--- src/cache_defs.svh ---
`ifndef CACHE_DEFS_SVH
`define CACHE_DEFS_SVH

// byte address and data word
`define CACHE_ADDR_W 32
`define CACHE_WORD_W 32

// line geometry
`define CACHE_LINE_WORDS 8
`define CACHE_LINE_W 256

// direct mapped, one line per set
`define CACHE_SETS 32

// address split: tag [31:10], index [9:5], word offset [4:2]
`define CACHE_TAG_W 22
`define CACHE_INDEX_W 5
`define CACHE_WOFF_W 3

`endif
--- src/cache_pkg.sv ---
`include "cache_defs.svh"

package cache_pkg;

	// controller states
	typedef enum logic [1:0] {
		ST_IDLE,
		ST_COMPARE,
		ST_WRITE_BACK,
		ST_ALLOCATE
	} ctrl_state_e;

	// one cpu data word
	typedef logic [`CACHE_WORD_W-1:0] word_t;

	// address fields
	typedef logic [`CACHE_TAG_W-1:0] tag_t;
	typedef logic [`CACHE_INDEX_W-1:0] index_t;
	typedef logic [`CACHE_WOFF_W-1:0] woff_t;

endpackage

--- src/sram.sv ---
`include "cache_defs.svh"

module sram
	import cache_pkg::*;
#(
	parameter int WIDTH = `CACHE_WORD_W,
	parameter int DEPTH = `CACHE_SETS
)
(
	input  logic             clk,
	input  logic             cs_i,
	input  logic             we_i,
	input  index_t           addr_i,
	input  logic [WIDTH-1:0] data_i,
	output logic [WIDTH-1:0] data_o
);

	logic [WIDTH-1:0] mem_q [DEPTH];

	// single port, a write leaves the read register alone
	always_ff @(posedge clk) begin
		if (cs_i) begin
			if (we_i) begin
				mem_q[addr_i] <= data_i;
			end else begin
				data_o <= mem_q[addr_i];
			end
		end
	end

endmodule

--- config.mk ---
export PLATFORM = sky130hd
export DESIGN_NAME = sram
export DESIGN_NICKNAME = d
export VERILOG_FILES = /design/src/cache_pkg.sv /design/src/sram.sv
export VERILOG_INCLUDE_DIRS = /design/src
export SDC_FILE = /design/constraint.sdc
export NUM_CORES = 1
export LEC_CHECK = 0
export BUFFER_PORTS_ARGS = -buffer_cell sky130_fd_sc_hd__buf_4
export CAP_MARGIN = 30
export CORE_UTILIZATION = 49
export CTS_CLUSTER_SIZE = 12
export DETAILED_ROUTE_END_ITERATION = 8
export GPL_ROUTABILITY_DRIVEN = 1
export PLACE_DENSITY = 0.69
export SYNTH_ARGS = -nofsm -noshare
export SYNTH_HDL_FRONTEND = slang
export SYNTH_SLANG_ARGS = --single-unit
--- constraint.sdc ---
create_clock -name clk -period 10.6 [get_ports clk]
set_input_delay 1.06 -clock clk [delete_from_list [all_inputs] [get_ports clk]]
set_output_delay 1.06 -clock clk [all_outputs]
set_load 0.02 [all_outputs]
==> metrics.md <==
| Metric | Value |
|---|---|
| Clock period minus worst slack | around 3.7 ns |
| Top cell type's share of synthesized area | approximately four fifths |
| Crit-path max FO | 56 |
| Slew headroom | about 28% |
| Final Power | 8230 uW |
| Gates resized, CTS repair | 0 |
| Adder-cell share of the synthesized area | 0% |
| Beginning of the worst register-to-register path | mem_q[17][7] |
| Main combinational cell family by area after synthesis | multiplexers |
| Xor/xnor cell area share of the yosys netlist | 0% |
| Worst-case clock buffer depth | 3 |
| Transition time at the pin with the least slew margin | 1.08 ns |
| Dominant register cell in the synthesized netlist | sky130_fd_sc_hd__edfxtp_1 |
| FFs w/ async S/R, synth | 0% |
| Buffers on Ports | ~70 |
| PD cells | between 150 and 200 nW/um^2 |
| Vias in the first global route | around 20k |
| Data arrival time at the worst-slack endpoint | roughly 4.1 ns |
| Synth warnings | 0 |
| Seq cells post-synth | 1056 |
| Run status | completed |
| Final Cycle Share | between 30% and 40% |
| Share of synthesized cell area in and, or, nand and nor gates | between 2 and 2.5% |
| Worst Setup End Kind | register |
| Number of nets in the synthesized netlist | ~2.2k |
| Cell type with the highest aggregate area in the netlist | sky130_fd_sc_hd__edfxtp_1 |
| Number of buffers added by the clock tree synthesis step | about 100 |
| Biggest area contributors in the synthesized netlist | sky130_fd_sc_hd__edfxtp_1, sky130_fd_sc_hd__mux2i_1, sky130_fd_sc_hd__o22ai_1 |
| Total via count after detailed routing | 20.8k |
| DRC violation count after routing | 0 |
| Required time worst endpoint | 10.99 ns |
| Number of endpoints failing setup at the final stage | 0 |
| IR Drop Worst-Case VDD | between 0.1 and 0.15 mV |
| Setup slack after layout | between 6 and 7 ns |
| Total of hold buffers inserted after clock tree synthesis | 0 |
| Cell count after placement | between 3k and 4k |
| Post-detail-place hpwl | around 53000 um |
| Wirelength, routed | around 99000 um |
| Total number of placement rows | between 100 and 150 |
| Global-route wire length before repair | around 140000 um |
| Maximum level of the CTS H-tree | 3 |
| TritonCTS clock tree | built |
| Initial core utilization | between 40% and 50% |
| Max-slew violation count | 0 |
| Sequential area share after synthesis | around 79% |
| Synthesis-to-layout area growth | 11.9% |
| Number of distinct library cell variants in the gate-level netlist after synthesis | 23 |
| Number of enable-type register cells in the synthesized netlist | 1056 |
| Kind of critical path | input pin to register |
| Fraction of layout cells with a size suffix above 1 | 12.9% |
| Compound-gate portion of the synthesized area | approximately 4% |
| Via-per-instance ratio | ~6.3 |
| Horiz. Die Dim | between 200 and 300 um |
| Global route total overflow | 0 |
| Mean area per synthesized cell | roughly 19 sq um |
| Kind of start point of the critical path | input pin |
| Sequential cell area | 31700 sq um |
| Worst hold path type | register to register |
| Number of primary I/O pins | 72 |
| Initial DRC count | 2552 |
| # Post-CTS Setup Buffers | 0 |
| Setup repair after global routing missed its margin | false |
| Setup_tns | 0 ns |
| Highest achievable clock rate | ~270 MHz |
| Antenna violations before repair | 0 |
| Count of placed standard cells in the final layout, fillers left out | around 3.3k |
| Worst setup path start | addr_i[1] |
| CORE AREA | roughly 80000 sq um |
| Maxcap violations | 0 |
| Post-synthesis cell count | between 2k and 2.5k |
| Final Instance Area | between 40000 and 50000 sq um |
| Netlist Area Pre-Place | ~40000 sq um |
| Multiplexer share of the synthesized area | about an eighth |
| Filler cell count | between 5k and 6k |
| Lkg Pwr | 0.0153 uW |
| Die Outline Area | around 83000 sq um |
| Worst min-delay path startpoint | mem_q[13][15] |
| Weighted congestion reported at the end of routability-driven placement | between 0.8 and 0.9 |
| Maximum number of pins on one net before global-route repair | around 140 |
| Clock skew | around 0.015 ns |
| Antenna fix cells | 0 |
| Final Hold Violating Endpoints | 0 |
| Drt first pass iters | 7 |
| Worst slack after detailed placement | roughly 6.2 ns |
| Routed len/inst | just under 30 um |
| CTS root buffer | sky130_fd_sc_hd__clkbuf_16 |
| GRT Total Usage | about a quarter |
| DIE HEIGHT | 288 um |
| Area of the multi-input gates | just under 8000 sq um |
| Skew-Pair Late Insertion Delay | 0.66 ns |
| Clock transition at the register clock pins on the worst setup and hold paths after CTS | 0.06 ns |
| Clock sink total | between 1k and 1.5k |
| Total cell area at the placement stage | around 42000 sq um |
| Count of antenna-violating nets left after detailed routing | 0 |
| Final layout net count | roughly 2.3k |
-- synthesized netlist by cell type, types with 2 or more instances --
cell type / instances
sky130_fd_sc_hd__buf_4: 4
sky130_fd_sc_hd__o22ai_1: 256
sky130_fd_sc_hd__mux2i_1: 512
sky130_fd_sc_hd__buf_6: 18
sky130_fd_sc_hd__nand3b_1: 2
sky130_fd_sc_hd__nor3_1: 4
sky130_fd_sc_hd__buf_2: 77
sky130_fd_sc_hd__or4b_1: 2
sky130_fd_sc_hd__edfxtp_1: 1056
sky130_fd_sc_hd__nand4b_1: 5
sky130_fd_sc_hd__nand2_1: 36
sky130_fd_sc_hd__or4b_4: 2
sky130_fd_sc_hd__or3_1: 2
sky130_fd_sc_hd__nor4_1: 64
sky130_fd_sc_hd__nand4_1: 2
sky130_fd_sc_hd__or3b_2: 2
sky130_fd_sc_hd__nor2_1: 30
sky130_fd_sc_hd__clkbuf_1: 26
sky130_fd_sc_hd__nand4bb_1: 6
-- routing by layer --
layer  vias to the layer above  track usage (%)  wire length (um)
li1                       8827                -                 -
met1                     10831             33.6             39800
met2                      1054             38.5             47900
met3                       134             3.85              8890
met4                         0             7.26              2400
met5                         -                0                 0
-- worst max-delay path, cell delays in order --
cell                      delay (ns)
sky130_fd_sc_hd__buf_8          0.43
sky130_fd_sc_hd__buf_4          0.79
sky130_fd_sc_hd__buf_4          0.50
sky130_fd_sc_hd__buf_16         0.31
sky130_fd_sc_hd__mux2i_1        0.25
sky130_fd_sc_hd__o22ai_1        0.09
sky130_fd_sc_hd__nor4_1         0.40
sky130_fd_sc_hd__nand2_1        0.09
-- stage by stage --
stage	hold WS, ns	utilization, %
6_report	0.733	55.6
2_1_floorplan	0.651	-
3_5_place_dp	0.731	52.1
3_3_place_gp	0.720	52.0
4_1_cts	0.732	55.6
5_1_grt	0.772	55.6
-- power breakdown --
group / internal [uW] / total, uW / switching (uW)
sequential: 4630 / 4650 / 10.7
clock: 1780 / 3230 / 1450
combinational: 116 / 357 / 241
-- logic make-up (layout without fill, tap and decap cells) --
kind of cell | Yosys count | count (layout)
multiplexers | 512 | 512
buffers and inverters | 126 | 280
AO/OA/AOI/OAI | 256 | 256
flip-flops | 1056 | 1056
AND/OR/NAND/NOR | 160 | 160
-- state kept, by name, indices dropped and copies added (netlist names) --
register	count
data_o	32
mem_q	1024
-- worst paths after layout --
path                                   end  slack [ns]  depth (start not counted)
worst min register to register  data_o[15]        0.73                          4
worst max-delay path            data_o[16]        6.88                          8
worst min-delay path            data_o[15]        0.73                          4
worst max register to register   data_o[7]        8.73                          4
-- placed cells by master, fill, tap and decap left out, drive strengths merged, types with 4 or more instances in the layout --
cell type and n:
edfxtp 1056, mux2i 512, o22ai 256, buf 135, clkbuf 121, nor4 64
nand2 36, nor2 30, clkinv 17, nand4bb 6, nand4b 5, inv 5
nor3 4, or4b 4
-- layout make-up --
cell class	count	share of cell area, %
well taps	1060	2.96
clock inverters	24	0.480
clock buffers	121	5.85
repair buffers	135	2.39
multi-input cells	928	17.6
flip-flops and latches	1056	70.7
No activity file was read; power rests on OpenSTA's default activity.
