## config.mk

```make
export PLATFORM = sky130hd
export DESIGN_NAME = l1_cache_controller
export DESIGN_NICKNAME = d
export VERILOG_FILES = /design/src/mem_pkg.sv /design/src/cache_pkg.sv /design/src/l1_cache_controller.sv
export VERILOG_INCLUDE_DIRS = /design/src
export SDC_FILE = /design/constraint.sdc
export NUM_CORES = 1
export LEC_CHECK = 0
export ABC_AREA = 1
export BUFFER_PORTS_ARGS = -buffer_cell sky130_fd_sc_hd__buf_2
export CORE_ASPECT_RATIO = 0.9
export CORE_UTILIZATION = 30
export CTS_CLUSTER_SIZE = 16
export DETAILED_ROUTE_END_ITERATION = 7
export GPL_TIMING_DRIVEN = 0
export MAX_ROUTING_LAYER = met4
export SLEW_MARGIN = 5
export SYNTH_ARGS = -nofsm -noshare
export SYNTH_HDL_FRONTEND = slang
export SYNTH_SLANG_ARGS = --single-unit
```

## constraint.sdc

```tcl
create_clock -name clk -period 2 [get_ports clk]
set_clock_uncertainty 0.1 [all_clocks]
set_input_delay 0.3 -clock clk [delete_from_list [all_inputs] [get_ports clk]]
set_output_delay 0.3 -clock clk [all_outputs]
set_load 0.01 [all_outputs]
```

## src/cache_defs.svh

```systemverilog
`ifndef CACHE_DEFS_SVH
`define CACHE_DEFS_SVH

// byte address and data word
`define CACHE_ADDR_W 32
`define CACHE_WORD_W 32

// line geometry
`define CACHE_LINE_WORDS 8
`define CACHE_LINE_W 256

// direct mapped, one line per set
`define CACHE_SETS 32

// address split: tag [31:10], index [9:5], word offset [4:2]
`define CACHE_TAG_W 22
`define CACHE_INDEX_W 5
`define CACHE_WOFF_W 3

`endif
```

## src/mem_pkg.sv

```systemverilog
`include "cache_defs.svh"

package mem_pkg;

	// whole line as moved on the memory port, word k at bits 32k+31:32k
	typedef logic [`CACHE_LINE_W-1:0] line_t;

	// carried on mem_we_o
	typedef enum logic {
		MEM_READ = 1'b0,
		MEM_WRITE = 1'b1
	} mem_op_e;

endpackage

```

## src/cache_pkg.sv

```systemverilog
`include "cache_defs.svh"

package cache_pkg;

	// controller states
	typedef enum logic [1:0] {
		ST_IDLE,
		ST_COMPARE,
		ST_WRITE_BACK,
		ST_ALLOCATE
	} ctrl_state_e;

	// one cpu data word
	typedef logic [`CACHE_WORD_W-1:0] word_t;

	// address fields
	typedef logic [`CACHE_TAG_W-1:0] tag_t;
	typedef logic [`CACHE_INDEX_W-1:0] index_t;
	typedef logic [`CACHE_WOFF_W-1:0] woff_t;

endpackage

```

## src/l1_cache_controller.sv

```systemverilog
`include "cache_defs.svh"

module l1_cache_controller
	import cache_pkg::*, mem_pkg::*;
(
	input  logic                     clk,
	input  logic                     arst_n_i,
	input  logic                     cs_i,
	input  logic                     we_i,
	input  tag_t                     tag_i,
	input  index_t                   index_i,
	input  tag_t                     stored_tag_i,
	input  logic                     stored_dirty_i,
	input  logic                     mem_ack_i,
	output logic                     stall_o,
	output logic                     tag_we_o,
	output logic                     tag_dirty_o,
	output logic                     ram_cs_o,
	output logic                     fill_sel_o,
	output logic                     word_we_o,
	output logic                     mem_cs_o,
	output logic                     mem_we_o,
	output logic [`CACHE_ADDR_W-1:0] mem_addr_o
);

	// byte offset within a line, zero on the memory port
	localparam int OFF_W = `CACHE_ADDR_W - `CACHE_TAG_W - `CACHE_INDEX_W;

	ctrl_state_e state_q;
	ctrl_state_e state_d;

	logic [`CACHE_SETS-1:0] valid_q;

	logic line_valid;
	logic hit;
	tag_t mem_tag;
	mem_op_e mem_op;

	// tag ram output is from the read issued in ST_IDLE
	assign line_valid = valid_q[index_i];
	assign hit = line_valid && (stored_tag_i == tag_i);

	always_comb begin
		state_d = state_q;
		stall_o = cs_i;
		tag_we_o = 1'b0;
		tag_dirty_o = 1'b0;
		ram_cs_o = 1'b0;
		fill_sel_o = 1'b0;
		word_we_o = 1'b0;
		mem_cs_o = 1'b0;
		mem_op = MEM_READ;

		case (state_q)
			ST_IDLE: begin
				// read tag and all banks at the request index
				if (cs_i) begin
					ram_cs_o = 1'b1;
					state_d = ST_COMPARE;
				end
			end

			ST_COMPARE: begin
				if (!cs_i) begin
					state_d = ST_IDLE;
				end else if (hit) begin
					stall_o = 1'b0;
					state_d = ST_IDLE;
					// write hit, one bank and mark the line dirty
					if (we_i) begin
						ram_cs_o = 1'b1;
						word_we_o = 1'b1;
						tag_we_o = 1'b1;
						tag_dirty_o = 1'b1;
					end
				end else if (line_valid && stored_dirty_i) begin
					state_d = ST_WRITE_BACK;
				end else begin
					state_d = ST_ALLOCATE;
				end
			end

			ST_WRITE_BACK: begin
				// bank outputs still hold the victim line
				mem_cs_o = 1'b1;
				mem_op = MEM_WRITE;
				if (mem_ack_i) begin
					state_d = ST_ALLOCATE;
				end
			end

			ST_ALLOCATE: begin
				mem_cs_o = 1'b1;
				if (mem_ack_i) begin
					// refill every bank, new tag goes in clean
					ram_cs_o = 1'b1;
					fill_sel_o = 1'b1;
					word_we_o = 1'b1;
					tag_we_o = 1'b1;
					state_d = ST_IDLE;
				end
			end

			default: begin
				state_d = ST_IDLE;
			end
		endcase
	end

	always_ff @(posedge clk or negedge arst_n_i) begin
		if (!arst_n_i) begin
			state_q <= ST_IDLE;
		end else begin
			state_q <= state_d;
		end
	end

	// valid bits in flops so reset invalidates the whole cache
	always_ff @(posedge clk or negedge arst_n_i) begin
		if (!arst_n_i) begin
			valid_q <= '0;
		end else if (tag_we_o && fill_sel_o) begin
			valid_q[index_i] <= 1'b1;
		end
	end

	// victim address on write back, request address otherwise
	assign mem_tag = (state_q == ST_WRITE_BACK) ? stored_tag_i : tag_i;
	assign mem_addr_o = {mem_tag, index_i, {OFF_W{1'b0}}};
	assign mem_we_o = mem_op;

endmodule

```

==> flow_metrics.py <==
metrics = {
    "worst_setup_path": {
        "r2r_cells": 4,
        "path_class": "reg2out",
        "crit_required_ns": 1.60,
        "crit_fanout": 3,
        "slowest_delay_ns": 0.38,
        "timing.rr.start": "state_q[0]",
        "cp-start-kind": "flop",
        "cp-endpoint": "word_we_o",
        "worstSetupEndpointType": "primary output",
        "rrSetupSlack_ns": 0.34,
        "cp.arrival_ns": 1.66,
        "r2r-end": "valid_q[25]",
        "crit_chain": "nand2_1 > o21ai_1 > nand2_1 > nand2_1 > nand2_1 > nand2_1 > nor2_2 > nand2_2 > nand4_1 > nand2_1 > buf_4 > buf_6",
        "path_common_cell": "nand2_1",
        "cp_slowest_cell": "dfrtp_1",
        "critPathLaunch": "valid_q[5]",
    },
    "yosys": {
        "yosys.area_share.adder_pct": 0,
        "syn_area_per_cell_sq_um": 6.69,
        "synth-xor-area-share_pct": 5.91,
        "synth.distinct_cells": 23,
        "synthMuxAreaShare_pct": 0,
        "synth-seq-cells": 34,
        "synth_simple_gate_area_share_pct": 34.4,
        "syn_inst": 354,
        "yosysWarnings": 0,
        "netlist_area_sq_um": 2370,
        "ys_seq_area_share_pct": 35.9,
        "synth_top_family_by_area": "simple AND/OR/NAND/NOR gates",
        "synth_compound_area_share_pct": 12.3,
    },
    "global_route": {
        "first_global_vias": 2234,
        "antenna_found_initial": 0,
        "grt_max_degree": 35,
        "grt_pass1_wl_mm": 9.96,
        "grt.overflow.total": 0,
        "grt.total_usage_pct": 15.8,
    },
    "cts": {
        "cts.sinks": 34,
        "path_clk_slew_ns": 0.07,
        "clockRootBuffer": "clkbuf_8",
        "cts_tree": "built",
        "clkLatencyLatePin_ns": 0.29,
        "h-tree-depth": 2,
        "cts_buffers": 5,
        "cts_hold_buf": 0,
        "clock_path_buffers": 2,
    },
    "layout": {
        "layout.cells.most_common": "nand2_1",
        "fin_nets": 516,
        "drive_gt1_share_pct": 30.7,
        "diodes": 0,
        "area_delta_synth_final_pct": 33.1,
        "final_cell_mix": "158 x nand2_1, 87 x buf_2, 34 x dfrtp_1",
    },
    "die": {
        "die_x_um": 95.7,
        "coreArea_sq_um": 7580,
        "dieArea_sq_um": 8260,
        "io_pins": 95,
        "start_util_pct": 31.3,
        "num_rows": 30,
        "die_h_um": 86.3,
    },
    "power": {
        "p_leak_uw": 0.00178,
        "internal-power_uw": 1950,
        "seq_power_share_pct": 32.9,
        "clockPowerShare_pct": 16.4,
        "combPwrFrac_pct": 50.8,
        "ir_drop_mv": 0.610,
        "power.total_uw": 3230,
        "p_switching_uw": 1290,
        "powerDensity_nw_per_um2": 1030,
        "swShare_pct": 39.8,
    },
    "sta": {
        "final_max_slew_viol_count": 0,
        "tightestPinTransition_ns": 0.742,
        "fmax_mhz": 486,
        "setup_slack_ns": -0.0573,
        "holdWs_ns": -0.0344,
        "setup_viol": 1,
        "finalHoldViolCount": 34,
        "min_period_ns": 2.06,
        "rsz0062_at_grt": "true",
        "finalCritPeriodShare_pct": 103,
        "relSlewSlack_pct": 50.5,
    },
    "routing": {
        "num_vias": 2423,
        "drc": 0,
        "postRouteAntennaNets": 0,
        "drt_iter0_markers": 106,
        "routedWlPerCell_um": 11.2,
        "firstDrtPassIters": 4,
        "drt-vias-per-instance": 4.34,
        "wirelength_mm": 6.23,
    },
    "flow_run": {
        "drv_cap": 0,
    },
    "placed_design": {
        "dp_hpwl_mm": 4.82,
        "globalplace.congestion": 0.800,
        "dp_slack_ns": -0.154,
        "port_buffers": 88,
    },
    "status": {
        "status": "finished with violations",
        "violations": "hold timing, setup timing",
    },
    "min_path": {
        "min_path_type": "in2async",
    },
}
[layer usage]
layer  track usage, %  up-vias  share of wire, %
met1             20.1     1063                46
met2             25.9       54                48
met4             2.99        0              0.88
li1                 -     1296                 -
met3             3.51       10               5.1
met5                -        -                 0
[worst min-delay path by stage]
stage | start | to | depth (start not counted)
after global routing | arst_n_i | valid_q[10] | 1
after global placement | arst_n_i | valid_q[3] | 1
after detailed placement | arst_n_i | valid_q[3] | 1
after CTS | arst_n_i | valid_q[1] | 1
final | arst_n_i | valid_q[1] | 1
after floorplan | arst_n_i | async pin | 0
[kinds of logic after synthesis]
| logic type | Yosys count |
|---|---|
| AO/OA/AOI/OAI | 44 |
| XOR/XNOR | 16 |
| buffers and inverters | 56 |
| flip-flops | 34 |
| other | 1 |
| AND/OR/NAND/NOR | 203 |
[metrics by stage]
step           instances  utilization, %  instance area (sq um)  TNS, ns
5_1_grt              558            41.6                   3150   -0.837
6_report             558            41.6                   3150  -0.0573
3_5_place_dp         542            38.8                   2950    -1.48
4_1_cts              554            41.0                   3110   -0.107
2_1_floorplan        358               -                   2380        0
3_3_place_gp         542            38.8                   2950   -0.962
[synth_stat cells (all sizes together)]
library cell  instances  area share [%]
nand2               161              26
dfrtp                34              36
inv                  34             5.4
o21bai               28             8.9
nor2                 19             3.2
buf                  15             4.9
o21ai                15             3.2
xor2                 11             4.1
nor3                  9             2.1
nand3                 7             1.5
clkbuf                6            0.95
xnor2                 5             1.8
or2                   4             1.1
nand4                 3            0.79
a31oi                 1            0.26
clkinv                1            0.16
conb                  1            0.16
[flip-flops by register name, indices dropped and copies added (netlist names), named ones only]
register	cells
valid_q	32
state_q	1
[power groups by stage]
stage | sequential [uW] | combinational (uW) | clock (uW)
after floorplan | 1030 | 967 | 0
after global placement | 1060 | 1470 | 0
final | 1060 | 1640 | 529
after detailed placement | 1070 | 1480 | 0
after global routing | 1100 | 1860 | 572
after CTS | 1070 | 1570 | 543
[worst max-delay path, delay by kind of cell (launching register included)]
kind	cells	cell delay [ns]
and+or+nand+nor	9	0.68
DFF	1	0.38
buffers and inverters	2	0.24
AOI/OAI and AO/OA	1	0.05
[area by class of cell]
type	count	area [sq um]
sequential	34	851
multi-input combinational	268	1290
clock inverter	2	12.5
clock buffer	6	82.6
tap	96	120
timing repair buffer	96	513
fill	831	4430
inverter	35	133
buffer	21	151
[repair_timing]
item | CTS | global route
setup buffers | 4 | 4
endpoints found under the setup margin | 27 | 30
hold endpoints to repair | 0 | 0
gates resized for setup | 18 | 8
pin swaps | 6 | 3
cloned | 0 | 0
(Power assumes the default switching activity.)
