[src/cache_defs.svh]
`ifndef CACHE_DEFS_SVH
`define CACHE_DEFS_SVH

// byte address and data word
`define CACHE_ADDR_W 32
`define CACHE_WORD_W 32

// line geometry
`define CACHE_LINE_WORDS 8
`define CACHE_LINE_W 256

// direct mapped, one line per set
`define CACHE_SETS 32

// address split: tag [31:10], index [9:5], word offset [4:2]
`define CACHE_TAG_W 22
`define CACHE_INDEX_W 5
`define CACHE_WOFF_W 3

`endif
[src/mem_pkg.sv]
`include "cache_defs.svh"

package mem_pkg;

	// whole line as moved on the memory port, word k at bits 32k+31:32k
	typedef logic [`CACHE_LINE_W-1:0] line_t;

	// carried on mem_we_o
	typedef enum logic {
		MEM_READ = 1'b0,
		MEM_WRITE = 1'b1
	} mem_op_e;

endpackage

[src/cache_pkg.sv]
`include "cache_defs.svh"

package cache_pkg;

	// controller states
	typedef enum logic [1:0] {
		ST_IDLE,
		ST_COMPARE,
		ST_WRITE_BACK,
		ST_ALLOCATE
	} ctrl_state_e;

	// one cpu data word
	typedef logic [`CACHE_WORD_W-1:0] word_t;

	// address fields
	typedef logic [`CACHE_TAG_W-1:0] tag_t;
	typedef logic [`CACHE_INDEX_W-1:0] index_t;
	typedef logic [`CACHE_WOFF_W-1:0] woff_t;

endpackage

[src/line_fill_router.sv]
`include "cache_defs.svh"

module line_fill_router
	import cache_pkg::*, mem_pkg::*;
(
	input  logic                                fill_sel_i,
	input  logic                                word_we_i,
	input  woff_t                               woff_i,
	input  word_t                               cpu_word_i,
	input  line_t                               refill_line_i,
	output logic [`CACHE_LINE_WORDS-1:0]        bank_we_o,
	output word_t [`CACHE_LINE_WORDS-1:0]       bank_data_o
);

	always_comb begin
		for (int k = 0; k < `CACHE_LINE_WORDS; k++) begin
			if (fill_sel_i) begin
				// refill, every bank takes its slice of the line
				bank_we_o[k] = word_we_i;
				bank_data_o[k] = refill_line_i[k*`CACHE_WORD_W +: `CACHE_WORD_W];
			end else begin
				// cpu store hits only the addressed bank
				bank_we_o[k] = word_we_i && (woff_i == woff_t'(k));
				bank_data_o[k] = cpu_word_i;
			end
		end
	end

endmodule

[config.mk]
export PLATFORM = sky130hd
export DESIGN_NAME = line_fill_router
export DESIGN_NICKNAME = d
export VERILOG_FILES = /design/src/mem_pkg.sv /design/src/cache_pkg.sv /design/src/line_fill_router.sv
export VERILOG_INCLUDE_DIRS = /design/src
export SDC_FILE = /design/constraint.sdc
export NUM_CORES = 1
export LEC_CHECK = 0
export ABC_AREA = 1
export BUFFER_PORTS_ARGS = -buffer_cell sky130_fd_sc_hd__buf_2
export CAP_MARGIN = 25
export CORE_AREA = 2 2 219 221
export DETAILED_ROUTE_END_ITERATION = 10
export DIE_AREA = 0 0 221 223
export PLACE_DENSITY = 0.3
export SLEW_MARGIN = 0
export SYNTH_ARGS = -nofsm -noshare
export SYNTH_HDL_FRONTEND = slang
export SYNTH_SLANG_ARGS = --single-unit
[constraint.sdc]
create_clock -name vclk -period 0.8
set_input_delay 0.08 -clock vclk [all_inputs]
set_output_delay 0.08 -clock vclk [all_outputs]
set_load 0.01 [all_outputs]
==> results.ini, run 1 <==
[run_status]
status = finished with violations
violations = negative setup slack

[power_and_ir_drop]
p_comb_share_pct = 100.0
power.internal_uw = 2560
switching_share_pct = 51.6
pwr-share-seq_pct = 0
vdd_drop_max_uv = 245
p_leak_uw = 0.00495
pwr-share-clk_pct = 0
p_sw_uw = 2730
p_per_area_nw_per_um2 = 642
total_power_uw = 5290

[yosys]
ys_seq_area_share_pct = 0
yosysWarnings = 0
syn_area_um2 = 3150
synth_nets = 897
syn_avg_cell_area_um2 = 5.22
syn_inst = 604
synth.distinct_cells = 11

[placed_design]
dp_hpwl_um = 19600
gp_congestion = 0.892
port_buffers = 557
dp_slack_ns = -0.379
dpl.cell_count = 1786

[timing]
tightest_slew_ns = 0.218
grt_setup_unrepaired = true
finalMaxSlewViolations = 0
hold_viol = 0
setup-tns-final_ns = -36.42
setup_slack_ns = -0.237
finalSetupViolations = 263
post-route-period-util_pct = 130
slew_headroom_pct = 85.4
fmax_mhz = 965
min_period_ns = 1.04

[critical_path]
worstSetupStartpointType = input port
path_class = in -> out
cp.arrival_ns = 0.96
worstSetupEndpointType = output port
cp.required_ns = 0.72
path_max_fanout = 6

[floorplan]
rows = 80
die_x_um = 221
die_h_um = 223
die_area_um2 = 49300
ios = 557
coreArea_um2 = 47100
initial_core_util_pct = 6.69

[global_routing]
antenna_found_initial = 0
grt_pass1_wl_um = 33400
grt_pass1_vias = 5698
grt_overflow_total = 0
grt_max_degree = 30
grt.total_usage_pct = 8.61

[detailed_routing]
antenna_left = 0
drt_iter0_markers = 136
dr.pass1.iters = 5
wirelength_um = 23600
drc = 0
vias_per_cell = 3.32
wl_per_cell_um = 13.1
vias = 5979

[cells_and_area]
fin_cells = 1799
layout-drive-gt1-share_pct = 70.4
nets = 1479
nFlopsAndLatches = 0
syn2layout_area_growth_pct = 162
ff_latch_area_um2 = 0
diodes = 0
clkbuf_count = 0

[hold_path]
hold_class = in -> out

[job]
cap_violations = 0

[clock_tree]
cts_hold_buf = 0

-- placed cells by master (no fill, tap or decap) --
master and n:
buf_12 17, buf_16 7, buf_2 481, buf_4 12
buf_6 83, buf_8 7, clkbuf_16 5, inv_1 5
inv_16 1, nand2_1 342, nand2_2 161, nand2_4 27
nand2_8 31, nor2_1 4, o21ai_2 1
-- layout make-up --
cell class / count / area, um^2
Tap cell: 615 / 769
Fill cell: 5444 / 38900
Multi-Input combinational cell: 566 / 3240
Inverter: 6 / 38.8
Timing Repair Buffer: 612 / 4200
-- timing repair --
action | 4_1_cts | 5_1_grt
buffers inserted | 6 | 0
resized for setup | 172 | 62
cloned | 5 | 4
hold endpoints to repair | 0 | 0
pin swaps | 7 | 24
endpoints found under the setup margin | 264 | 264
-- worst max-delay path, stage by stage --
cell and delay (ns):
clkbuf_16 0.16, buf_12 0.15, buf_12 0.15, clkbuf_16 0.15, nand2_1 0.06, nand2_1 0.05
buf_2 0.14
-- per-stage QoR --
step,util (%),hold slack [ns],cell area [um^2]
floorplan,-,0.275,3150
global placement,14.8,0.442,6970
detailed placement,14.8,0.440,6970
CTS,16.8,0.438,7920
global route,17.5,0.454,8240
finish,17.5,0.439,8240
-- synthesized netlist by cell type --
master   number  area [um^2]
o21ai_0       1         5.00
buf_12        3         60.1
nand2_8      30          601
nand2_2     104          651
inv_8         1         11.3
nor2_1        4         15.0
nand2_1     427         1600
inv_1         5         18.8
buf_6         4         45.0
buf_2        18         90.1
buf_4         7         52.6
-- logic make-up after synthesis --
family                 after synthesis  synth area share [%]
AO/OA/AOI/OAI                        1                 0.159
AND/OR/NAND/NOR                    565                  91.0
buffers and inverters               38                  8.81
-- power groups by stage --
stage / sequential (uW) / clock (uW) / combinational [uW]
final: 0 / 0 / 5290
after global routing: 0 / 0 / 5720
after CTS: 0 / 0 / 5150
after detailed placement: 0 / 0 / 4430
after global placement: 0 / 0 / 4490
after floorplan: 0 / 0 / 2060
-- worst paths after layout --
| kind | from | endpoint | cells past startpoint | slack (ns) |
|---|---|---|---|---|
| worst max-delay path | fill_sel_i | bank_data_o[20] | 7 | -0.24 |
| worst min-delay path | refill_line_i[69] | bank_data_o[69] | 4 | 0.44 |
-- layer usage --
metal  track usage [%]  part of all wire (%)  up-vias
met2              16.6                    54      357
met1              9.93                    38     2645
met3              1.46                   6.8       18
met5                 0                     0        -
met4              1.47                   1.7        0
li1                  -                     -     2959
Note: power is estimated with default switching activity, not from simulation.
==> run 2: changes to the inputs <==
- CORE_AREA: 2 2 219 221 -> 2 2 218 220
- DIE_AREA: 0 0 221 223 -> 0 0 220 222
- clock period: 0.8 -> 1.29 ns (I/O delays scaled with it)
==> results.ini, run 2 (same netlist as run 1, synthesis figures left out) <==
[run_status]
status = finished clean

[placed_design]
port_buffers = 557  ; unchanged
dp_slack_ns = 0.0907  ; +0.470 ns
gp_congestion = 0.849  ; -4.9%
dp_hpwl_um = 20600  ; +5.0%
placed_area_um2 = 6870  ; -1.4%

[detailed_routing]
drc = 0  ; unchanged
dr.pass1.iters = 4  ; -1
drt_iter0_markers = 197  ; +45%
wl_per_cell_um = 13.0  ; -1.1%
vias_per_cell = 3.26  ; -1.8%
antenna_left = 0  ; unchanged
vias = 5765  ; -3.6%
wirelength_um = 22900  ; -2.9%

[global_routing]
grt_pass1_vias = 5460  ; -4.2%
grt.total_usage_pct = 8.33  ; -0.29 points
grt_overflow_total = 0  ; unchanged
met2_usage_pct = 17.2  ; +0.54 points
antenna_found_initial = 3  ; +3
grt-busiest-layer = met2
grt_max_degree = 38  ; +27%
met3_usage_pct = 1.22  ; -0.24 points
use_met1_pct = 9.00  ; -0.93 points
grt_pass1_wl_um = 31500  ; -5.8%

[clock_tree]
post_cts_resized = 0  ; -100%
cts_setup_buffers = 0  ; -6
cts_hold_buf = 0  ; unchanged

[cells_and_area]
clkbuf_count = 0  ; unchanged
layout_common_cells = 556 x buf_2, 427 x nand2_1, 104 x nand2_2
nets = 1454  ; -1.7%
layout-drive-gt1-share_pct = 62.3  ; -8.1 points
final_area_um2 = 6870  ; -17%
nFlopsAndLatches = 0  ; unchanged
ff_latch_area_um2 = 0  ; unchanged
syn2layout_area_growth_pct = 118
layout_commonest_cell = buf_2
diodes = 0  ; unchanged
multiInputGateArea_um2 = 2870  ; -11%
fillers = 5539  ; +1.7%

[timing]
setup-tns-final_ns = 0  ; +36.42 ns
finalMaxSlewViolations = 0  ; unchanged
finalSetupViolations = 0  ; -100%
grt_setup_unrepaired = false
fmax_mhz = 838
hold_viol = 0  ; unchanged
slew_headroom_pct = 80.0  ; -5.4 points
setup_slack_ns = 0.0970  ; +0.334 ns
min_period_ns = 1.19
hold_ws_ns = 0.537  ; +0.0974 ns
post-route-period-util_pct = 92.5
tightest_slew_ns = 0.297  ; +0.0791 ns

[critical_path]
path_max_fanout = 37  ; +31
cp.required_ns = 1.16  ; +0.44 ns
path_buf_inv = 4  ; -1
max_stage_delay_ns = 0.22  ; +0.06 ns
worstSetupStartpointType = input port
critPathTopFamily = buffers and inverters
cpMostUsedCell = buf_12
path_cells = clkbuf_8 > buf_12 > buf_12 > nand2_1 > nand2_2 > buf_2
cp_slowest_cell = buf_12
path_class = in -> out
worstSetupEndpointType = output port
cp.arrival_ns = 1.06  ; +0.10 ns

[power_and_ir_drop]
total_power_uw = 2700  ; -49%
p_per_area_nw_per_um2 = 392  ; -39%
p_leak_uw = 0.00441  ; -11%
vdd_drop_max_uv = 121  ; -51%

[floorplan]
rows = 79  ; -1.3%
die_area_um2 = 48800  ; -0.90%
die_x_um = 220  ; -0.45%
die_h_um = 222  ; -0.45%
ios = 557  ; unchanged
coreArea_um2 = 46300  ; -1.9%
initial_core_util_pct = 6.81  ; +0.13 points

[hold_path]
hold_class = in -> out

[job]
cap_violations = 0  ; unchanged

run 2: layer usage:
| layer | vias to the layer above | share of wire (%) |
|---|---|---|
| met1 | 2519 | 37 |
| met3 | 14 | 8.6 |
| met2 | 328 | 54 |
| li1 | 2898 | - |
| met5 | - | 0.15 |
| met4 | 6 | 0.80 |
run 2: layout make-up:
type,count,share of cell area (%)
multi-input combinational,566,41.8
timing repair buffer,587,46.7
tap,607,11.1
inverter,6,0.437
run 2: power breakdown:
group | switching, uW | internal (uW) | total [uW] | leakage (uW)
logic | 1520 | 1180 | 2700 | 0.00441
registers | 0 | 0 | 0 | 0
clock network | 0 | 0 | 0 | 0
total | 1520 | 1180 | 2700 | 0.00441
run 2: final timing paths:
kind / endpoint / slack (ns) / depth (start not counted) / from
hold / removal: bank_data_o[119] / 0.54 / 4 / refill_line_i[119]
setup / recovery: bank_data_o[74] / 0.1 / 6 / fill_sel_i
run 2: stage by stage:
stage / utilization, % / cells
final: 14.9 / 1766
after global routing: 14.9 / 1766
after CTS: 14.9 / 1766
after detailed placement: 14.9 / 1766
after global placement: 14.9 / 1766
after floorplan: - / 604
