File: config.mk
export PLATFORM = sky130hd
export DESIGN_NAME = line_drain
export DESIGN_NICKNAME = d
export VERILOG_FILES = /design/src/mem_pkg.sv /design/src/cache_pkg.sv /design/src/line_drain.sv
export VERILOG_INCLUDE_DIRS = /design/src
export SDC_FILE = /design/constraint.sdc
export NUM_CORES = 1
export LEC_CHECK = 0
export BUFFER_PORTS_ARGS = -buffer_cell sky130_fd_sc_hd__buf_2
export CAP_MARGIN = 25
export CELL_PAD_IN_SITES_DETAIL_PLACEMENT = 2
export CELL_PAD_IN_SITES_GLOBAL_PLACEMENT = 2
export CORE_AREA = 10 10 206 208
export DETAILED_ROUTE_END_ITERATION = 8
export DIE_AREA = 0 0 216 218
export GPL_TIMING_DRIVEN = 0
export PLACE_DENSITY_LB_ADDON = 0.1
export SYNTH_ARGS = -nofsm -noshare
export SYNTH_HDL_FRONTEND = slang
export SYNTH_SLANG_ARGS = --single-unit
File: constraint.sdc
create_clock -name vclk -period 6.7
set_input_delay 2.01 -clock vclk [all_inputs]
set_output_delay 2.01 -clock vclk [all_outputs]
set_load 0.005 [all_outputs]
File: src/cache_defs.svh
`ifndef CACHE_DEFS_SVH
`define CACHE_DEFS_SVH

// byte address and data word
`define CACHE_ADDR_W 32
`define CACHE_WORD_W 32

// line geometry
`define CACHE_LINE_WORDS 8
`define CACHE_LINE_W 256

// direct mapped, one line per set
`define CACHE_SETS 32

// address split: tag [31:10], index [9:5], word offset [4:2]
`define CACHE_TAG_W 22
`define CACHE_INDEX_W 5
`define CACHE_WOFF_W 3

`endif
File: src/mem_pkg.sv
`include "cache_defs.svh"

package mem_pkg;

	// whole line as moved on the memory port, word k at bits 32k+31:32k
	typedef logic [`CACHE_LINE_W-1:0] line_t;

	// carried on mem_we_o
	typedef enum logic {
		MEM_READ = 1'b0,
		MEM_WRITE = 1'b1
	} mem_op_e;

endpackage

File: src/cache_pkg.sv
`include "cache_defs.svh"

package cache_pkg;

	// controller states
	typedef enum logic [1:0] {
		ST_IDLE,
		ST_COMPARE,
		ST_WRITE_BACK,
		ST_ALLOCATE
	} ctrl_state_e;

	// one cpu data word
	typedef logic [`CACHE_WORD_W-1:0] word_t;

	// address fields
	typedef logic [`CACHE_TAG_W-1:0] tag_t;
	typedef logic [`CACHE_INDEX_W-1:0] index_t;
	typedef logic [`CACHE_WOFF_W-1:0] woff_t;

endpackage

File: src/line_drain.sv
`include "cache_defs.svh"

module line_drain
	import cache_pkg::*, mem_pkg::*;
(
	input  woff_t                         woff_i,
	input  word_t [`CACHE_LINE_WORDS-1:0] bank_data_i,
	output word_t                         data_o,
	output line_t                         evict_line_o
);

	// word for the cpu
	assign data_o = bank_data_i[woff_i];

	// victim line, bank k lands in word k
	always_comb begin
		for (int k = 0; k < `CACHE_LINE_WORDS; k++) begin
			evict_line_o[k*`CACHE_WORD_W +: `CACHE_WORD_W] = bank_data_i[k];
		end
	end

endmodule

==> impl_metrics.prom, run 1 <==
# TYPE chip_impl_metric gauge
chip_impl_metric{name="synthesis.area",unit="µm²"} 3995
chip_impl_metric{name="final_antenna_net_count",unit=""} 0
chip_impl_metric{name="grt_max_degree",unit=""} 11
chip_impl_metric{name="die_ar",unit="µm²"} 47090
chip_impl_metric{name="tightestPinTransition",unit="ns"} 0.9214
chip_impl_metric{name="cts_hold_buf",unit=""} 0
chip_impl_metric{name="utilization_after_layout",unit="%"} 19.25
chip_impl_metric{name="viasPerCell",unit=""} 3.406
chip_impl_info{name="outcome",value="finished, final reports clean"} 1
chip_impl_metric{name="port_buffers",unit=""} 544
chip_impl_metric{name="detail_route.first_pass.iterations",unit=""} 4
chip_impl_metric{name="pre_cts_ws",unit="ns"} 0.5732
chip_impl_info{name="rsz0062_at_grt",value="false"} 1
chip_impl_metric{name="yosysSeqAreaShare",unit="%"} 0
chip_impl_metric{name="cp.required",unit="ns"} 4.69
chip_impl_metric{name="drt-total-wl",unit="µm"} 33110
chip_impl_metric{name="path_buf_inv",unit=""} 3
chip_impl_metric{name="num-nets-final",unit=""} 1175
chip_impl_metric{name="floorplan.initialDensity",unit="%"} 10.43
chip_impl_metric{name="die_height",unit="µm"} 218
chip_impl_metric{name="grt-ovfl-total",unit=""} 0
chip_impl_info{name="worst_hold_path_endpoint",value="evict_line_o[57]"} 1
chip_impl_info{name="worstSetupPathType",value="input pin to output pin"} 1
chip_impl_metric{name="final_layout_size_suffix_gt1_share",unit="%"} 94.53
chip_impl_metric{name="power.density",unit="nW/µm²"} 66.89
chip_impl_metric{name="syn_nets",unit=""} 629
chip_impl_metric{name="route.vias.total",unit=""} 4884
chip_impl_metric{name="design.core.area",unit="µm²"} 38290
chip_impl_metric{name="syn_to_final_growth",unit="%"} 84.50
chip_impl_info{name="mostFrequentLayoutCells",value="sky130_fd_sc_hd__buf_2, sky130_fd_sc_hd__buf_4, sky130_fd_sc_hd__mux4_1"} 1
chip_impl_info{name="worstSetupEndpointType",value="output pin"} 1
chip_impl_metric{name="die_width",unit="µm"} 216
chip_impl_metric{name="synth.lib_cells_used.distinct",unit=""} 8
chip_impl_metric{name="accumulated_negative_setup_slack",unit="ns"} 0
chip_impl_metric{name="final_cell_count_without_fillers",unit=""} 1434
chip_impl_info{name="crit_top_cell",value="sky130_fd_sc_hd__buf_2"} 1
chip_impl_info{name="hold_path_startpoint",value="bank_data_i[57]"} 1
chip_impl_metric{name="grt_antenna_before_repair",unit=""} 10
chip_impl_metric{name="p_leak",unit="nW"} 4.127
chip_impl_metric{name="worst-path-max-fanout",unit=""} 10
chip_impl_metric{name="fin_crit_period",unit="ns"} 5.968
chip_impl_metric{name="wire_per_inst",unit="µm"} 23.09
chip_impl_info{name="cp-start-kind",value="input pin"} 1
chip_impl_info{name="worstHoldPathType",value="input pin to output pin"} 1
chip_impl_metric{name="fmax",unit="MHz"} 167.6
chip_impl_metric{name="cts.repair.resized",unit=""} 0
chip_impl_metric{name="arrival",unit="ns"} 3.96
chip_impl_metric{name="final-max-slew-violation-count",unit=""} 0
chip_impl_metric{name="grt.total_usage",unit="%"} 13.14
chip_impl_info{name="crit_path_cell_chain",value="buf_2, buf_1, mux4_1, mux2_2, buf_2"} 1
chip_impl_info{name="crit_slowest_cell",value="sky130_fd_sc_hd__buf_1"} 1
chip_impl_metric{name="cts_setup_buffers",unit=""} 0
chip_impl_metric{name="power.total",unit="µW"} 493.1
chip_impl_metric{name="minimum_setup_slack_in_the_final_design",unit="ns"} 0.7317
chip_impl_metric{name="syn_avg_cell_area",unit="µm²"} 10.80
chip_impl_metric{name="timing.slew.headroom",unit="%"} 38.57
chip_impl_metric{name="detail_route.drc_violations",unit=""} 0
chip_impl_info{name="cell_family_with_the_largest_share_of_critical_path_delay",value="buffers and inverters"} 1
chip_impl_info{name="setup.worst_path.start",value="woff_i[2]"} 1
chip_impl_metric{name="synth-warning-count",unit=""} 0
chip_impl_metric{name="gp_routability_congestion",unit=""} 0.7343
chip_impl_metric{name="initialDrtViolationCount",unit=""} 84
chip_impl_metric{name="report.final.setup_viol",unit=""} 0
chip_impl_metric{name="rows",unit=""} 72
chip_impl_metric{name="number_of_global_route_vias_before_repair",unit=""} 5598
chip_impl_metric{name="finalCritPeriodShare",unit="%"} 89.08
chip_impl_metric{name="cells_after_dpl",unit=""} 1432
chip_impl_metric{name="wire_length_of_the_first_global_routing_pass",unit="µm"} 45110
chip_impl_metric{name="holdPathStages",unit=""} 3
chip_impl_metric{name="post-dp-hpwl",unit="µm"} 30650
chip_impl_metric{name="regArea",unit="µm²"} 0
chip_impl_metric{name="drv_cap",unit=""} 0
chip_impl_metric{name="timing.critical_path.slowest_cell_delay",unit="ns"} 0.73
chip_impl_metric{name="ir_drop_worst_case_vdd",unit="V"} 0.00001539
chip_impl_metric{name="ios",unit=""} 547
chip_impl_metric{name="layout.clock_buffers",unit=""} 0
chip_impl_metric{name="synthesis.instances",unit=""} 370
chip_impl_metric{name="final-hold-violation-count",unit=""} 0
chip_impl_metric{name="sequential_cell_total",unit=""} 0
chip_impl_info{name="layout_commonest_cell",value="sky130_fd_sc_hd__buf_2"} 1
-- power by group --
group          switching (mW)  internal [mW]
Combinational           0.197          0.296
Sequential                  0              0
Clock                       0   0.0000000400
-- per-layer routing --
layer / up-vias / track usage [%] / routed length (µm)
li1: 2201 / - / -
met1: 2371 / 12.44 / 10890
met3: 20 / 6.061 / 3521
met2: 276 / 26.41 / 18450
met5: - / 0 / 112
met4: 16 / 0.3962 / 129
-- how the worst max path moves through the flow --
stage / endpoint / slack, ns / depth (start not counted)
2_1_floorplan: data_o[10] / 1.58 / 4
3_3_place_gp: data_o[20] / 0.60 / 5
3_5_place_dp: data_o[20] / 0.57 / 5
4_1_cts: data_o[20] / 0.58 / 5
5_1_grt: data_o[20] / 0.56 / 5
6_report: data_o[20] / 0.73 / 5
-- cell usage after synthesis, drive strengths merged --
master / count / area share [%]
mux2: 32 / 9.0
clkbuf: 2 / 0.19
mux4: 64 / 40
buf: 272 / 51
-- metrics by stage --
stage | hold slack, ns | cell area [µm²]
finish | 4.290 | 7371
detailed placement | 4.295 | 7366
global route | 4.304 | 7368
global placement | 4.294 | 7366
floorplan | 4.101 | 3995
CTS | 4.296 | 7366
-- cell type report --
class,instances,area (µm²)
well taps,518,648.1
fillers,4605,30920
multi-input cells,96,1952
plain buffers,274,2043
diodes,2,5.005
repair buffers,544,2723
-- cells by family after synthesis --
| group | Yosys count | share of synthesized area (%) |
|---|---|---|
| buffers and inverters | 274 | 51.14 |
| muxes | 96 | 48.86 |
Note: power is estimated with default switching activity, not from simulation.
==> inputs of run 2 (changes only) <==
==> config.mk (replaced) <==
export PLATFORM = sky130hd
export DESIGN_NAME = line_drain
export DESIGN_NICKNAME = d
export VERILOG_FILES = /design/src/mem_pkg.sv /design/src/cache_pkg.sv /design/src/line_drain.sv
export VERILOG_INCLUDE_DIRS = /design/src
export SDC_FILE = /design/constraint.sdc
export NUM_CORES = 1
export LEC_CHECK = 0
export CAP_MARGIN = 25
export CELL_PAD_IN_SITES_DETAIL_PLACEMENT = 2
export CELL_PAD_IN_SITES_GLOBAL_PLACEMENT = 2
export CORE_AREA = 10 10 207 209
export DETAILED_ROUTE_END_ITERATION = 8
export DIE_AREA = 0 0 217 219
export DONT_BUFFER_PORTS = 1
export GPL_TIMING_DRIVEN = 0
export PLACE_DENSITY_LB_ADDON = 0.15
export SKIP_LAST_GASP = 1
export SYNTH_ARGS = -nofsm -noshare
export SYNTH_HDL_FRONTEND = slang
export SYNTH_SLANG_ARGS = --single-unit
==> impl_metrics.prom, run 2 (synthesis results as in run 1) <==
# TYPE chip_impl_metric gauge
chip_impl_info{name="outcome",value="finished, final reports clean"} 1
chip_impl_metric{name="design.core.area",unit="µm²"} 38560
chip_impl_metric{name="sequential_cell_total",unit=""} 0
chip_impl_metric{name="holdPathStages",unit=""} 1
chip_impl_metric{name="timing.slew.headroom",unit="%"} 37.99
chip_impl_metric{name="cp.required",unit="ns"} 4.69
chip_impl_info{name="worstSetupPathType",value="input pin to output pin"} 1
chip_impl_info{name="cp-start-kind",value="input pin"} 1
chip_impl_metric{name="cts_setup_buffers",unit=""} 0
chip_impl_metric{name="wire_per_inst",unit="µm"} 28.25
chip_impl_metric{name="power.density",unit="nW/µm²"} 63.28
chip_impl_info{name="worstSetupEndpointType",value="output pin"} 1
chip_impl_metric{name="design_area",unit="µm²"} 4643
chip_impl_metric{name="grt-ovfl-total",unit=""} 0
chip_impl_metric{name="drt-total-wl",unit="µm"} 25090
chip_impl_metric{name="route.vias.total",unit=""} 2865
chip_impl_metric{name="initialDrtViolationCount",unit=""} 56
chip_impl_metric{name="cts_hold_buf",unit=""} 0
chip_impl_metric{name="placedInstanceArea",unit="µm²"} 4643
chip_impl_info{name="worst_hold_path_endpoint",value="evict_line_o[101]"} 1
chip_impl_metric{name="fin_crit_period",unit="ns"} 5.872
chip_impl_metric{name="num_antenna_cells",unit=""} 0
chip_impl_metric{name="regArea",unit="µm²"} 0
chip_impl_info{name="hold_path_startpoint",value="bank_data_i[101]"} 1
chip_impl_metric{name="fmax",unit="MHz"} 170.3
chip_impl_metric{name="grt_max_degree",unit=""} 11
chip_impl_info{name="rsz0062_at_grt",value="false"} 1
chip_impl_metric{name="worst-path-max-fanout",unit=""} 10
chip_impl_metric{name="layout.clock_buffers",unit=""} 0
chip_impl_metric{name="gp_routability_congestion",unit=""} 0.7529
chip_impl_metric{name="final_antenna_net_count",unit=""} 0
chip_impl_metric{name="viasPerCell",unit=""} 3.226
chip_impl_metric{name="ir_drop_worst_case_vdd",unit="V"} 0.00001492
chip_impl_metric{name="number_of_global_route_vias_before_repair",unit=""} 3578
chip_impl_metric{name="die_ar",unit="µm²"} 47520
chip_impl_metric{name="floorplan.initialDensity",unit="%"} 10.36
chip_impl_metric{name="port_buffers",unit=""} 0
chip_impl_info{name="worstHoldPathType",value="input pin to output pin"} 1
chip_impl_metric{name="drv_cap",unit=""} 0
chip_impl_metric{name="final-max-slew-violation-count",unit=""} 0
chip_impl_metric{name="cts.repair.resized",unit=""} 0
chip_impl_metric{name="tightestPinTransition",unit="ns"} 0.9302
chip_impl_metric{name="detail_route.drc_violations",unit=""} 0
chip_impl_metric{name="utilization_after_layout",unit="%"} 12.04
chip_impl_metric{name="grt_antenna_before_repair",unit=""} 1
chip_impl_metric{name="syn_to_final_growth",unit="%"} 16.22
chip_impl_info{name="mostFrequentLayoutCells",value="sky130_fd_sc_hd__buf_4, sky130_fd_sc_hd__mux4_1, sky130_fd_sc_hd__mux2_2"} 1
chip_impl_info{name="layout_commonest_cell",value="sky130_fd_sc_hd__buf_4"} 1
chip_impl_metric{name="grt.total_usage",unit="%"} 9.309
chip_impl_metric{name="count_of_fill_cells_added_during_filler_insertion",unit=""} 4555
chip_impl_metric{name="arrival",unit="ns"} 3.86
chip_impl_metric{name="num-nets-final",unit=""} 631
chip_impl_metric{name="power.total",unit="µW"} 293.8
chip_impl_metric{name="die_width",unit="µm"} 217
chip_impl_info{name="setup.worst_path.start",value="woff_i[2]"} 1
chip_impl_metric{name="final-hold-violation-count",unit=""} 0
chip_impl_metric{name="combined_area_of_the_multi_input_logic_cells",unit="µm²"} 1952
chip_impl_metric{name="wire_length_of_the_first_global_routing_pass",unit="µm"} 32780
chip_impl_metric{name="detail_route.first_pass.iterations",unit=""} 4
chip_impl_metric{name="rows",unit=""} 72
chip_impl_metric{name="report.final.setup_viol",unit=""} 0
chip_impl_metric{name="p_leak",unit="nW"} 1.987
chip_impl_metric{name="post-dp-hpwl",unit="µm"} 23180
chip_impl_metric{name="accumulated_negative_setup_slack",unit="ns"} 0
chip_impl_metric{name="finalCritPeriodShare",unit="%"} 87.64
chip_impl_metric{name="ios",unit=""} 547
chip_impl_metric{name="die_height",unit="µm"} 219
chip_impl_metric{name="final_layout_size_suffix_gt1_share",unit="%"} 86.49
==> run 2: cell count changes in the layout (fill, tap and decap cells not counted), sizes merged <==
cell / previous run / this run
diode: 2 / 0
buf: 816 / 272
==> run 2: metrics by stage <==
step | std cells | worst slack (ns) | hold slack (ns)
after floorplan | 370 | 1.577 | 4.101
after detailed placement | 888 | 0.6840 | 4.106
after CTS | 888 | 0.6766 | 4.106
after global placement | 888 | 0.7371 | 4.108
after global routing | 888 | 0.6649 | 4.106
final | 888 | 0.8282 | 4.104
==> run 2: cell type report <==
class,count,share of cell area (%)
Tap cell,518,13.96
Multi-Input combinational cell,96,42.04
Buffer,274,44.00
==> run 2: worst max path at each step <==
stage / to / slack, ns
CTS: data_o[18] / 0.68
finish: data_o[18] / 0.83
global placement: data_o[18] / 0.74
floorplan: data_o[10] / 1.58
global route: data_o[18] / 0.66
detailed placement: data_o[18] / 0.68
==> run 2: layer usage <==
| layer | routed length [µm] | GRT usage [%] | part of all wire (%) |
|---|---|---|---|
| met3 | 2874 | 3.659 | 11 |
| met1 | 7648 | 8.497 | 30 |
| met4 | 130 | 0.4661 | 0.52 |
| met5 | 0 | 0 | 0 |
| met2 | 14440 | 19.47 | 58 |
==> run 2: worst max-delay path: stages <==
cell and delay (ns):
sky130_fd_sc_hd__buf_2 0.26, sky130_fd_sc_hd__buf_1 0.73, sky130_fd_sc_hd__mux4_1 0.50, sky130_fd_sc_hd__mux2_2 0.35
==> run 2: power breakdown <==
group | internal, mW | switching [mW]
sequential | 0 | 0
combinational | 0.179 | 0.114
clock | 0 | 0
total | 0.179 | 0.114
